===== src/rtl/dma_defs.svh =====
`ifndef DMA_DEFS_SVH
`define DMA_DEFS_SVH

// Width of a bus word and of a FIFO entry
`define DMA_DATA_W 32

// Bus address width
`define DMA_ADDR_W 32

// FIFO entries as a power of two so the pointers wrap on their own
`define DMA_FIFO_DEPTH 8

`endif

===== src/rtl/dma_pkg.sv =====
`include "dma_defs.svh"

package dma_pkg;

    // Bus cycle sequencer states
    typedef enum logic [2:0] {
        ST_IDLE = 3'd0,
        ST_REQ  = 3'd1,
        ST_OWN  = 3'd2,
        ST_ADDR = 3'd3,
        ST_DATA = 3'd4,
        ST_SYNC = 3'd5,
        ST_REL  = 3'd6
    } cpu_state_e;

    // Host register map
    typedef enum logic [1:0] {
        REG_ADDR   = 2'd0,
        REG_COUNT  = 2'd1,
        REG_CTRL   = 2'd2,
        REG_STATUS = 2'd3
    } reg_addr_e;

    // Transfer setup seen by the sequencer
    typedef struct packed {
        logic [`DMA_ADDR_W-1:0] addr;
        logic [15:0]            count;
        logic                   dir;    // 1 = memory to FIFO
        logic                   start;
    } dma_cfg_t;

    // Registered bus strobes
    typedef struct packed {
        logic breq;
        logic bgack;
        logic as;
        logic ds;
        logic rw;
        logic latch_in;
    } bus_ctrl_t;

    // FIFO counter strobes from the bus side
    typedef struct packed {
        logic inc;
        logic dec;
    } fifo_ctrl_t;

endpackage


===== src/rtl/dma_top.sv =====
`timescale 1ns/1ns
`include "dma_defs.svh"

module dma_top (
    input  logic                   clk,
    input  logic                   rst_n,
    input  logic                   reg_wr,
    input  dma_pkg::reg_addr_e     reg_addr,
    input  logic [31:0]            reg_wdata,
    output logic [31:0]            reg_rdata,
    input  logic                   push,
    input  logic [`DMA_DATA_W-1:0] push_data,
    input  logic                   pop,
    output logic [`DMA_DATA_W-1:0] pop_data,
    output logic [3:0]             fifo_count,
    output logic                   breq,
    output logic                   bgack,
    output logic                   as,
    output logic                   ds,
    output logic                   rw,
    output logic [`DMA_ADDR_W-1:0] bus_addr,
    output logic [`DMA_DATA_W-1:0] bus_dout,
    input  logic                   bgrant,
    input  logic                   dsack,
    input  logic                   sterm,
    input  logic [`DMA_DATA_W-1:0] bus_din
);
    import dma_pkg::*;

    dma_cfg_t               cfg;
    cpu_state_e             state;
    bus_ctrl_t              bus_ctrl;
    fifo_ctrl_t             fifo_ctrl;
    logic                   busy;
    logic                   xfer_done;
    logic                   fifo_full;
    logic                   fifo_empty;
    logic [`DMA_DATA_W-1:0] fifo_head;

    dma_regs dma_regs_i (
        .clk       (clk),
        .rst_n     (rst_n),
        .reg_wr    (reg_wr),
        .reg_addr  (reg_addr),
        .reg_wdata (reg_wdata),
        .reg_rdata (reg_rdata),
        .busy      (busy),
        .xfer_done (xfer_done),
        .cfg       (cfg)
    );

    cpu_sm cpu_sm_i (
        .clk        (clk),
        .rst_n      (rst_n),
        .cfg        (cfg),
        .bgrant     (bgrant),
        .dsack      (dsack),
        .sterm      (sterm),
        .fifo_full  (fifo_full),
        .fifo_empty (fifo_empty),
        .state      (state),
        .bus_addr   (bus_addr),
        .busy       (busy),
        .xfer_done  (xfer_done)
    );

    cpu_sm_outputs cpu_sm_outputs_i (
        .clk       (clk),
        .rst_n     (rst_n),
        .state     (state),
        .dir       (cfg.dir),
        .dsack     (dsack),
        .sterm     (sterm),
        .bus       (bus_ctrl),
        .fifo_ctrl (fifo_ctrl)
    );

    dma_fifo dma_fifo_i (
        .clk       (clk),
        .rst_n     (rst_n),
        .push      (push),
        .push_data (push_data),
        .pop       (pop),
        .pop_data  (fifo_head),
        .inc       (fifo_ctrl.inc),
        .inc_data  (bus_din),
        .dec       (fifo_ctrl.dec),
        .count     (fifo_count),
        .full      (fifo_full),
        .empty     (fifo_empty)
    );

    // FIFO head feeds both the local port and the bus
    assign pop_data = fifo_head;
    assign bus_dout = fifo_head;

    assign breq  = bus_ctrl.breq;
    assign bgack = bus_ctrl.bgack;
    assign as    = bus_ctrl.as;
    assign ds    = bus_ctrl.ds;
    assign rw    = bus_ctrl.rw;

endmodule


===== src/rtl/dma_fifo.sv =====
`timescale 1ns/1ns
`include "dma_defs.svh"

module dma_fifo (
    input  logic                   clk,
    input  logic                   rst_n,
    input  logic                   push,
    input  logic [`DMA_DATA_W-1:0] push_data,
    input  logic                   pop,
    output logic [`DMA_DATA_W-1:0] pop_data,
    input  logic                   inc,
    input  logic [`DMA_DATA_W-1:0] inc_data,
    input  logic                   dec,
    output logic [3:0]             count,
    output logic                   full,
    output logic                   empty
);
    localparam int DEPTH = `DMA_FIFO_DEPTH;
    localparam int PTR_W = $clog2(DEPTH);

    logic [`DMA_DATA_W-1:0] mem [DEPTH];
    logic [PTR_W-1:0]       wr_ptr;
    logic [PTR_W-1:0]       rd_ptr;
    logic                   wr_en;
    logic                   rd_en;
    logic [`DMA_DATA_W-1:0] wr_data;

    assign full  = (count == 4'(DEPTH));
    assign empty = (count == 4'd0);

    // Either side may fill or drain, never both at once
    assign wr_en   = (push | inc) & ~full;
    assign rd_en   = (pop | dec) & ~empty;
    assign wr_data = inc ? inc_data : push_data;

    always_ff @(posedge clk) begin
        if (wr_en) begin
            mem[wr_ptr] <= wr_data;
        end
    end

    always_ff @(posedge clk) begin
        if (!rst_n) begin
            wr_ptr <= '0;
            rd_ptr <= '0;
            count  <= '0;
        end else begin
            if (wr_en) begin
                wr_ptr <= wr_ptr + PTR_W'(1);
            end
            if (rd_en) begin
                rd_ptr <= rd_ptr + PTR_W'(1);
            end
            count <= count + 4'(wr_en) - 4'(rd_en);
        end
    end

    assign pop_data = mem[rd_ptr];

endmodule


===== src/rtl/cpu_sm_outputs.sv =====
`timescale 1ns/1ns

module cpu_sm_outputs (
    input  logic                clk,
    input  logic                rst_n,
    input  dma_pkg::cpu_state_e state,
    input  logic                dir,
    input  logic                dsack,
    input  logic                sterm,
    output dma_pkg::bus_ctrl_t  bus,
    output dma_pkg::fifo_ctrl_t fifo_ctrl
);
    import dma_pkg::*;

    // Idle bus with strobes low and a read cycle type
    localparam bus_ctrl_t BUS_RESET = '{
        breq:     1'b0,
        bgack:    1'b0,
        as:       1'b0,
        ds:       1'b0,
        rw:       1'b1,
        latch_in: 1'b0
    };

    logic      s_req;
    logic      s_own;
    logic      s_addr;
    logic      s_data;
    logic      s_sync;
    logic      owned;
    logic      data_wait;
    logic      data_sterm;
    logic      data_dsack;
    logic      term;
    bus_ctrl_t bus_next;

    assign s_req  = (state == ST_REQ);
    assign s_own  = (state == ST_OWN);
    assign s_addr = (state == ST_ADDR);
    assign s_data = (state == ST_DATA);
    assign s_sync = (state == ST_SYNC);
    assign owned  = s_own | s_addr | s_data | s_sync;

    // Data phase split by termination qualifier
    assign data_wait  = s_data & ~sterm & ~dsack;
    assign data_sterm = s_data & sterm;
    assign data_dsack = s_data & dsack & ~sterm;

    // Edge on which the word moves
    assign term = data_sterm | s_sync;

    always_comb begin
        bus_next.breq  = s_req;
        bus_next.bgack = owned;
        // Strobes held through the terminating edge and dropped one edge later
        bus_next.as = s_addr | data_wait | data_sterm | data_dsack | s_sync;
        bus_next.ds = data_wait | data_sterm | data_dsack | s_sync;
        // Write cycles only while the bus is ours
        bus_next.rw       = dir | ~owned;
        bus_next.latch_in = dir & (s_data | s_sync);
    end

    always_ff @(posedge clk) begin
        if (!rst_n) begin
            bus <= BUS_RESET;
        end else begin
            bus <= bus_next;
        end
    end

    assign fifo_ctrl.inc = dir & term;
    assign fifo_ctrl.dec = ~dir & term;

endmodule


===== src/rtl/cpu_sm.sv =====
`timescale 1ns/1ns
`include "dma_defs.svh"

module cpu_sm (
    input  logic                   clk,
    input  logic                   rst_n,
    input  dma_pkg::dma_cfg_t      cfg,
    input  logic                   bgrant,
    input  logic                   dsack,
    input  logic                   sterm,
    input  logic                   fifo_full,
    input  logic                   fifo_empty,
    output dma_pkg::cpu_state_e    state,
    output logic [`DMA_ADDR_W-1:0] bus_addr,
    output logic                   busy,
    output logic                   xfer_done
);
    import dma_pkg::*;

    localparam int ADDR_W = `DMA_ADDR_W;

    cpu_state_e  state_next;
    logic [15:0] count_q;
    logic        room;
    logic        cycle_end;
    logic        last_word;

    // A read needs a free entry and a write needs a word
    assign room = cfg.dir ? !fifo_full : !fifo_empty;

    // Cycle ends on sterm in the data phase or after the dsack sync cycle
    assign cycle_end = ((state == ST_DATA) && sterm) || (state == ST_SYNC);
    assign last_word = (count_q == 16'd1);

    always_comb begin
        state_next = state;
        case (state)
            ST_IDLE: begin
                if (cfg.start && (cfg.count != 16'd0)) begin
                    state_next = ST_REQ;
                end
            end
            ST_REQ: begin
                if (bgrant) begin
                    state_next = ST_OWN;
                end
            end
            ST_OWN: begin
                if (room) begin
                    state_next = ST_ADDR;
                end
            end
            ST_ADDR: state_next = ST_DATA;
            ST_DATA: begin
                // sterm wins if both arrive together
                if (sterm) begin
                    state_next = last_word ? ST_REL : ST_OWN;
                end else if (dsack) begin
                    state_next = ST_SYNC;
                end
            end
            ST_SYNC: state_next = last_word ? ST_REL : ST_OWN;
            ST_REL:  state_next = ST_IDLE;
            default: state_next = ST_IDLE;
        endcase
    end

    always_ff @(posedge clk) begin
        if (!rst_n) begin
            state    <= ST_IDLE;
            bus_addr <= '0;
            count_q  <= '0;
        end else begin
            state <= state_next;
            if ((state == ST_IDLE) && cfg.start) begin
                bus_addr <= cfg.addr;
                count_q  <= cfg.count;
            end else if (cycle_end) begin
                // Next long word
                bus_addr <= bus_addr + ADDR_W'(4);
                count_q  <= count_q - 16'd1;
            end
        end
    end

    assign busy      = (state != ST_IDLE);
    assign xfer_done = (state == ST_REL);

endmodule


===== src/rtl/dma_regs.sv =====
`timescale 1ns/1ns

module dma_regs (
    input  logic                clk,
    input  logic                rst_n,
    input  logic                reg_wr,
    input  dma_pkg::reg_addr_e  reg_addr,
    input  logic [31:0]         reg_wdata,
    output logic [31:0]         reg_rdata,
    input  logic                busy,
    input  logic                xfer_done,
    output dma_pkg::dma_cfg_t   cfg
);
    import dma_pkg::*;

    logic [31:0] addr_q;
    logic [15:0] count_q;
    logic        dir_q;
    logic        start_q;
    logic        done_q;
    logic        wr_open;
    logic        start_wr;

    // Setup registers are locked while a transfer runs
    assign wr_open  = reg_wr && !busy;
    assign start_wr = wr_open && (reg_addr == REG_CTRL) && reg_wdata[1];

    always_ff @(posedge clk) begin
        if (!rst_n) begin
            addr_q  <= '0;
            count_q <= '0;
            dir_q   <= 1'b0;
            start_q <= 1'b0;
            done_q  <= 1'b0;
        end else begin
            start_q <= start_wr;
            if (wr_open && (reg_addr == REG_ADDR)) begin
                addr_q <= reg_wdata;
            end
            if (wr_open && (reg_addr == REG_COUNT)) begin
                count_q <= reg_wdata[15:0];
            end
            if (wr_open && (reg_addr == REG_CTRL)) begin
                dir_q <= reg_wdata[0];
            end
            // Sticky done flag cleared by a new start
            if (start_wr) begin
                done_q <= 1'b0;
            end else if (xfer_done) begin
                done_q <= 1'b1;
            end
        end
    end

    always_comb begin
        case (reg_addr)
            REG_ADDR:   reg_rdata = addr_q;
            REG_COUNT:  reg_rdata = {16'd0, count_q};
            REG_CTRL:   reg_rdata = {30'd0, start_q, dir_q};
            REG_STATUS: reg_rdata = {30'd0, done_q, busy};
            default:    reg_rdata = '0;
        endcase
    end

    assign cfg.addr  = addr_q;
    assign cfg.count = count_q;
    assign cfg.dir   = dir_q;
    assign cfg.start = start_q;

endmodule


===== config.mk =====
export PLATFORM = sky130hd
export DESIGN_NAME = dma_top
export DESIGN_NICKNAME = d
export VERILOG_FILES = /design/src/rtl/dma_pkg.sv /design/src/rtl/dma_top.sv /design/src/rtl/dma_fifo.sv /design/src/rtl/cpu_sm_outputs.sv /design/src/rtl/cpu_sm.sv /design/src/rtl/dma_regs.sv
export VERILOG_INCLUDE_DIRS = /design/src /design/src/rtl
export SDC_FILE = /design/constraint.sdc
export NUM_CORES = 1
export LEC_CHECK = 0
export ABC_CLOCK_PERIOD_IN_PS = 5500
export BUFFER_PORTS_ARGS = -buffer_cell sky130_fd_sc_hd__buf_2
export CELL_PAD_IN_SITES_DETAIL_PLACEMENT = 2
export CELL_PAD_IN_SITES_GLOBAL_PLACEMENT = 2
export CORE_MARGIN = 4
export CORE_UTILIZATION = 39
export CTS_BUF_LIST = sky130_fd_sc_hd__clkbuf_8 sky130_fd_sc_hd__clkbuf_16
export DETAILED_ROUTE_END_ITERATION = 12
export PLACE_DENSITY = 0.88
export SLEW_MARGIN = 10
export SYNTH_ARGS = -nofsm -noshare
export SYNTH_HDL_FRONTEND = slang
export SYNTH_SLANG_ARGS = --single-unit

===== constraint.sdc =====
create_clock -name clk -period 5.5 [get_ports clk]
set_clock_uncertainty 0.1 [all_clocks]
set_input_delay 0 -clock clk [delete_from_list [all_inputs] [get_ports clk]]
set_output_delay 0 -clock clk [all_outputs]
set_load 0.005 [all_outputs]

==> results.json <==
{
  "run_status": "complete, no violations",
  "mostFrequentLayoutCells": "256 x sky130_fd_sc_hd__edfxtp_1, 242 x sky130_fd_sc_hd__buf_2, 135 x sky130_fd_sc_hd__nand2_1",
  "drt.antenna.violating_nets": 0,
  "yosys_most_used_dff": "sky130_fd_sc_hd__edfxtp_1",
  "final.period_utilization_pct": 67.3,
  "synth_fp_nets": 1276,
  "cp-start-kind": "flip-flop",
  "hp-class": "input port to flip-flop",
  "synth_cells": 1158,
  "synth.avg_cell_area_um2": 13.8,
  "timing.slew.headroom_pct": 18.9,
  "design.die.area_mm2": 0.0444,
  "port-buffer-count": 242,
  "grt_first_pass_wirelength_um": 88400,
  "antenna-diode-count": 0,
  "area.sequential_mm2": 0.0101,
  "cts_root_buffer": "sky130_fd_sc_hd__clkbuf_16",
  "setup_viol": 0,
  "placedInstanceArea_mm2": 0.0176,
  "vias": 11500,
  "most_common_library_cell_in_the_layout_ignoring_fill_and_taps": "sky130_fd_sc_hd__edfxtp_1",
  "finalHoldViolCount": 0,
  "crit_path_cell_trace": "nor2b_1 -> nand3_2 -> buf_4 -> nand2_1 -> nand2_1 -> clkinv_1 -> nand2_1 -> nor3b_2 -> buf_4",
  "filler_cell_count": 3836,
  "dieHeight_um": 211,
  "worstMarginPinSlew_ns": 1.21,
  "numCtsBuffers": 42,
  "synth-seq-area-share_pct": 63.0,
  "power.density_mw_per_mm2": 392,
  "worst_skew_pair.late_latency_ns": 0.57,
  "syn_area_mm2": 0.0160,
  "buffers_inserted_by_post_cts_timing_repair": 0,
  "cts_tree": "yes",
  "die-width_um": 211,
  "place_hpwl_um": 34700,
  "drt_pre_antenna_iters": 5,
  "remaining_drc_errors": 0,
  "wirelength_um": 59800,
  "initial_core_util_pct": 39.8,
  "async_reset_ff_share_pct": 0,
  "track_usage_pct": 26.7,
  "htreeDepth": 2,
  "floorplan.core_area_mm2": 0.0402,
  "path_clk_slew_ns": 0.06,
  "post-route-min-period_ns": 3.70,
  "fin_setup_tns_ns": 0,
  "maxSlewViolCount": 0,
  "final_layout_size_suffix_gt1_share_pct": 32.7,
  "power.ir.vdd_worst_mv": 0.223,
  "grt_pass1_vias": 12800,
  "rows": 73,
  "io_pins": 243,
  "rsz0062_at_grt": "false",
  "drt_iter0_drc": 789,
  "globalRouteOverflowTotal": 0,
  "drt-vias-per-instance": 5.66,
  "routedWlPerCell_um": 29.4,
  "grt_max_degree": 84,
  "timing.critical_path.slowest_cell_delay_ns": 0.72,
  "total_area_of_multi_input_combinational_cells_mm2": 0.00539,
  "achievable-frequency_ghz": 0.270,
  "post-route-cell-area_mm2": 0.0200,
  "cts_hold_repair.buffers": 105,
  "path_class": "flip-flop to flip-flop",
  "cts_sinks": 376,
  "antenna_found_initial": 2,
  "area_growth_pct": 25.0,
  "cp_data_arrival_time_ns": 3.79,
  "post_cts_sizing_count": 0,
  "synth_seq_cells": 376,
  "yosysUniqueCellTypes": 62,
  "synth-warning-count": 0,
  "max_cap_violations": 0,
  "critical_path.most_common_cell": "sky130_fd_sc_hd__nand2_1",
  "final_net_count": 1591,
  "gp_congestion": 0.781,
  "setup.worst_path.end_class": "flip-flop",
  "clock_path_buffers": 3,
  "synth_edf_count": 256,
  "required_ns": 5.59,
  "p_leak_uw": 0.00715,
  "critPathMaxFanout": 33,
  "slowest_stage": "sky130_fd_sc_hd__nor2b_1"
}
[worst max-delay path, delay by kind of cell, from the launching register on]
family / cells / cell delay (ns)
buffers and inverters: 3 / 1.06
AND/OR/NAND/NOR: 6 / 1.57
flip-flops: 1 / 0.58
[registers in the layout, summed over array words and instances, names as in the netlist, named ones only]
signal and flops:
cpu_sm_i.count_q 16, dma_regs_i.count_q 16, dma_regs_i.start_q 1, cpu_sm_i.bus_addr 32
cpu_sm_i.state 3, dma_regs_i.dir_q 1, dma_fifo_i.rd_ptr 3, dma_fifo_i.mem 256
dma_regs_i.done_q 1, dma_fifo_i.wr_ptr 3, dma_regs_i.addr_q 32, dma_fifo_i.count 4
cpu_sm_outputs_i.bus 5
[metal layers]
layer	routed length, µm	global-route usage [%]	up-vias
met5	20	0	-
met3	3400	4.52	87
met1	23000	32.2	5976
met2	31500	48.5	451
li1	-	-	4982
met4	1890	9.05	4
[where the power goes]
part | internal (µW) | leakage (µW) | switching, µW
clock network | 1650 | 0.000688 | 1260
logic | 777 | 0.00317 | 778
registers | 3190 | 0.00330 | 201
[cell usage after synthesis (16+ instances only)]
library cell | number | share of area [%]
sky130_fd_sc_hd__edfxtp_1 | 256 | 48
sky130_fd_sc_hd__nand2_1 | 135 | 3.2
sky130_fd_sc_hd__dfxtp_1 | 120 | 15
sky130_fd_sc_hd__a21oi_1 | 94 | 2.9
sky130_fd_sc_hd__mux2_2 | 66 | 4.6
sky130_fd_sc_hd__mux4_2 | 66 | 9.3
sky130_fd_sc_hd__nor2_1 | 52 | 1.2
sky130_fd_sc_hd__clkbuf_1 | 46 | 1.1
sky130_fd_sc_hd__buf_4 | 32 | 1.5
sky130_fd_sc_hd__o21ai_0 | 26 | 0.81
sky130_fd_sc_hd__and2_1 | 20 | 0.78
sky130_fd_sc_hd__mux2i_1 | 17 | 1.1
sky130_fd_sc_hd__nand3_1 | 17 | 0.53
sky130_fd_sc_hd__buf_2 | 16 | 0.50
sky130_fd_sc_hd__inv_1 | 16 | 0.38
sky130_fd_sc_hd__nor3_1 | 16 | 0.50
sky130_fd_sc_hd__xnor2_1 | 16 | 0.88
[cell type report]
class	instances	area share [%]
Multi-Input combinational cell	667	26.9
Clock inverter	32	1.41
Sequential cell	376	50.4
Clock buffer	45	5.51
Tap cell	525	3.28
Timing Repair Buffer	369	12.1
Inverter	17	0.319
[cell families after synthesis]
group | Yosys count | synth area share, %
adder cells (fa/ha/maj) | 12 | 0.985
buffers and inverters | 115 | 3.70
flip-flops | 376 | 63.0
XOR/XNOR | 26 | 1.42
AO/OA/AOI/OAI | 170 | 6.15
multiplexers | 149 | 15.0
AND/OR/NAND/NOR | 310 | 9.74
[final timing paths]
kind,cells after the start,start,slack (ns),endpoint
max reg2reg,9,cpu_sm_i.state[2],1.80,dma_fifo_i.mem[6][25]
min,3,reg_addr[1],0.07,dma_regs_i.start_q
max,9,cpu_sm_i.state[2],1.80,dma_fifo_i.mem[6][25]
min reg2reg,2,cpu_sm_i.bus_addr[0],0.36,cpu_sm_i.bus_addr[0]
[per-stage QoR]
step                hold WS, ns  util [%]  setup slack (ns)  instances  total power, µW
CTS                      0.0351      49.8              1.81       2031             7830
floorplan              -0.00995         -             0.572       1158             4390
global route             0.0868      49.8              1.47       2031             8160
finish                   0.0700      49.8              1.80       2031             7850
detailed placement        0.147      43.7              1.91       1849             4890
global placement          0.143      43.7              2.23       1849             4750
(Power assumes the default switching activity.)
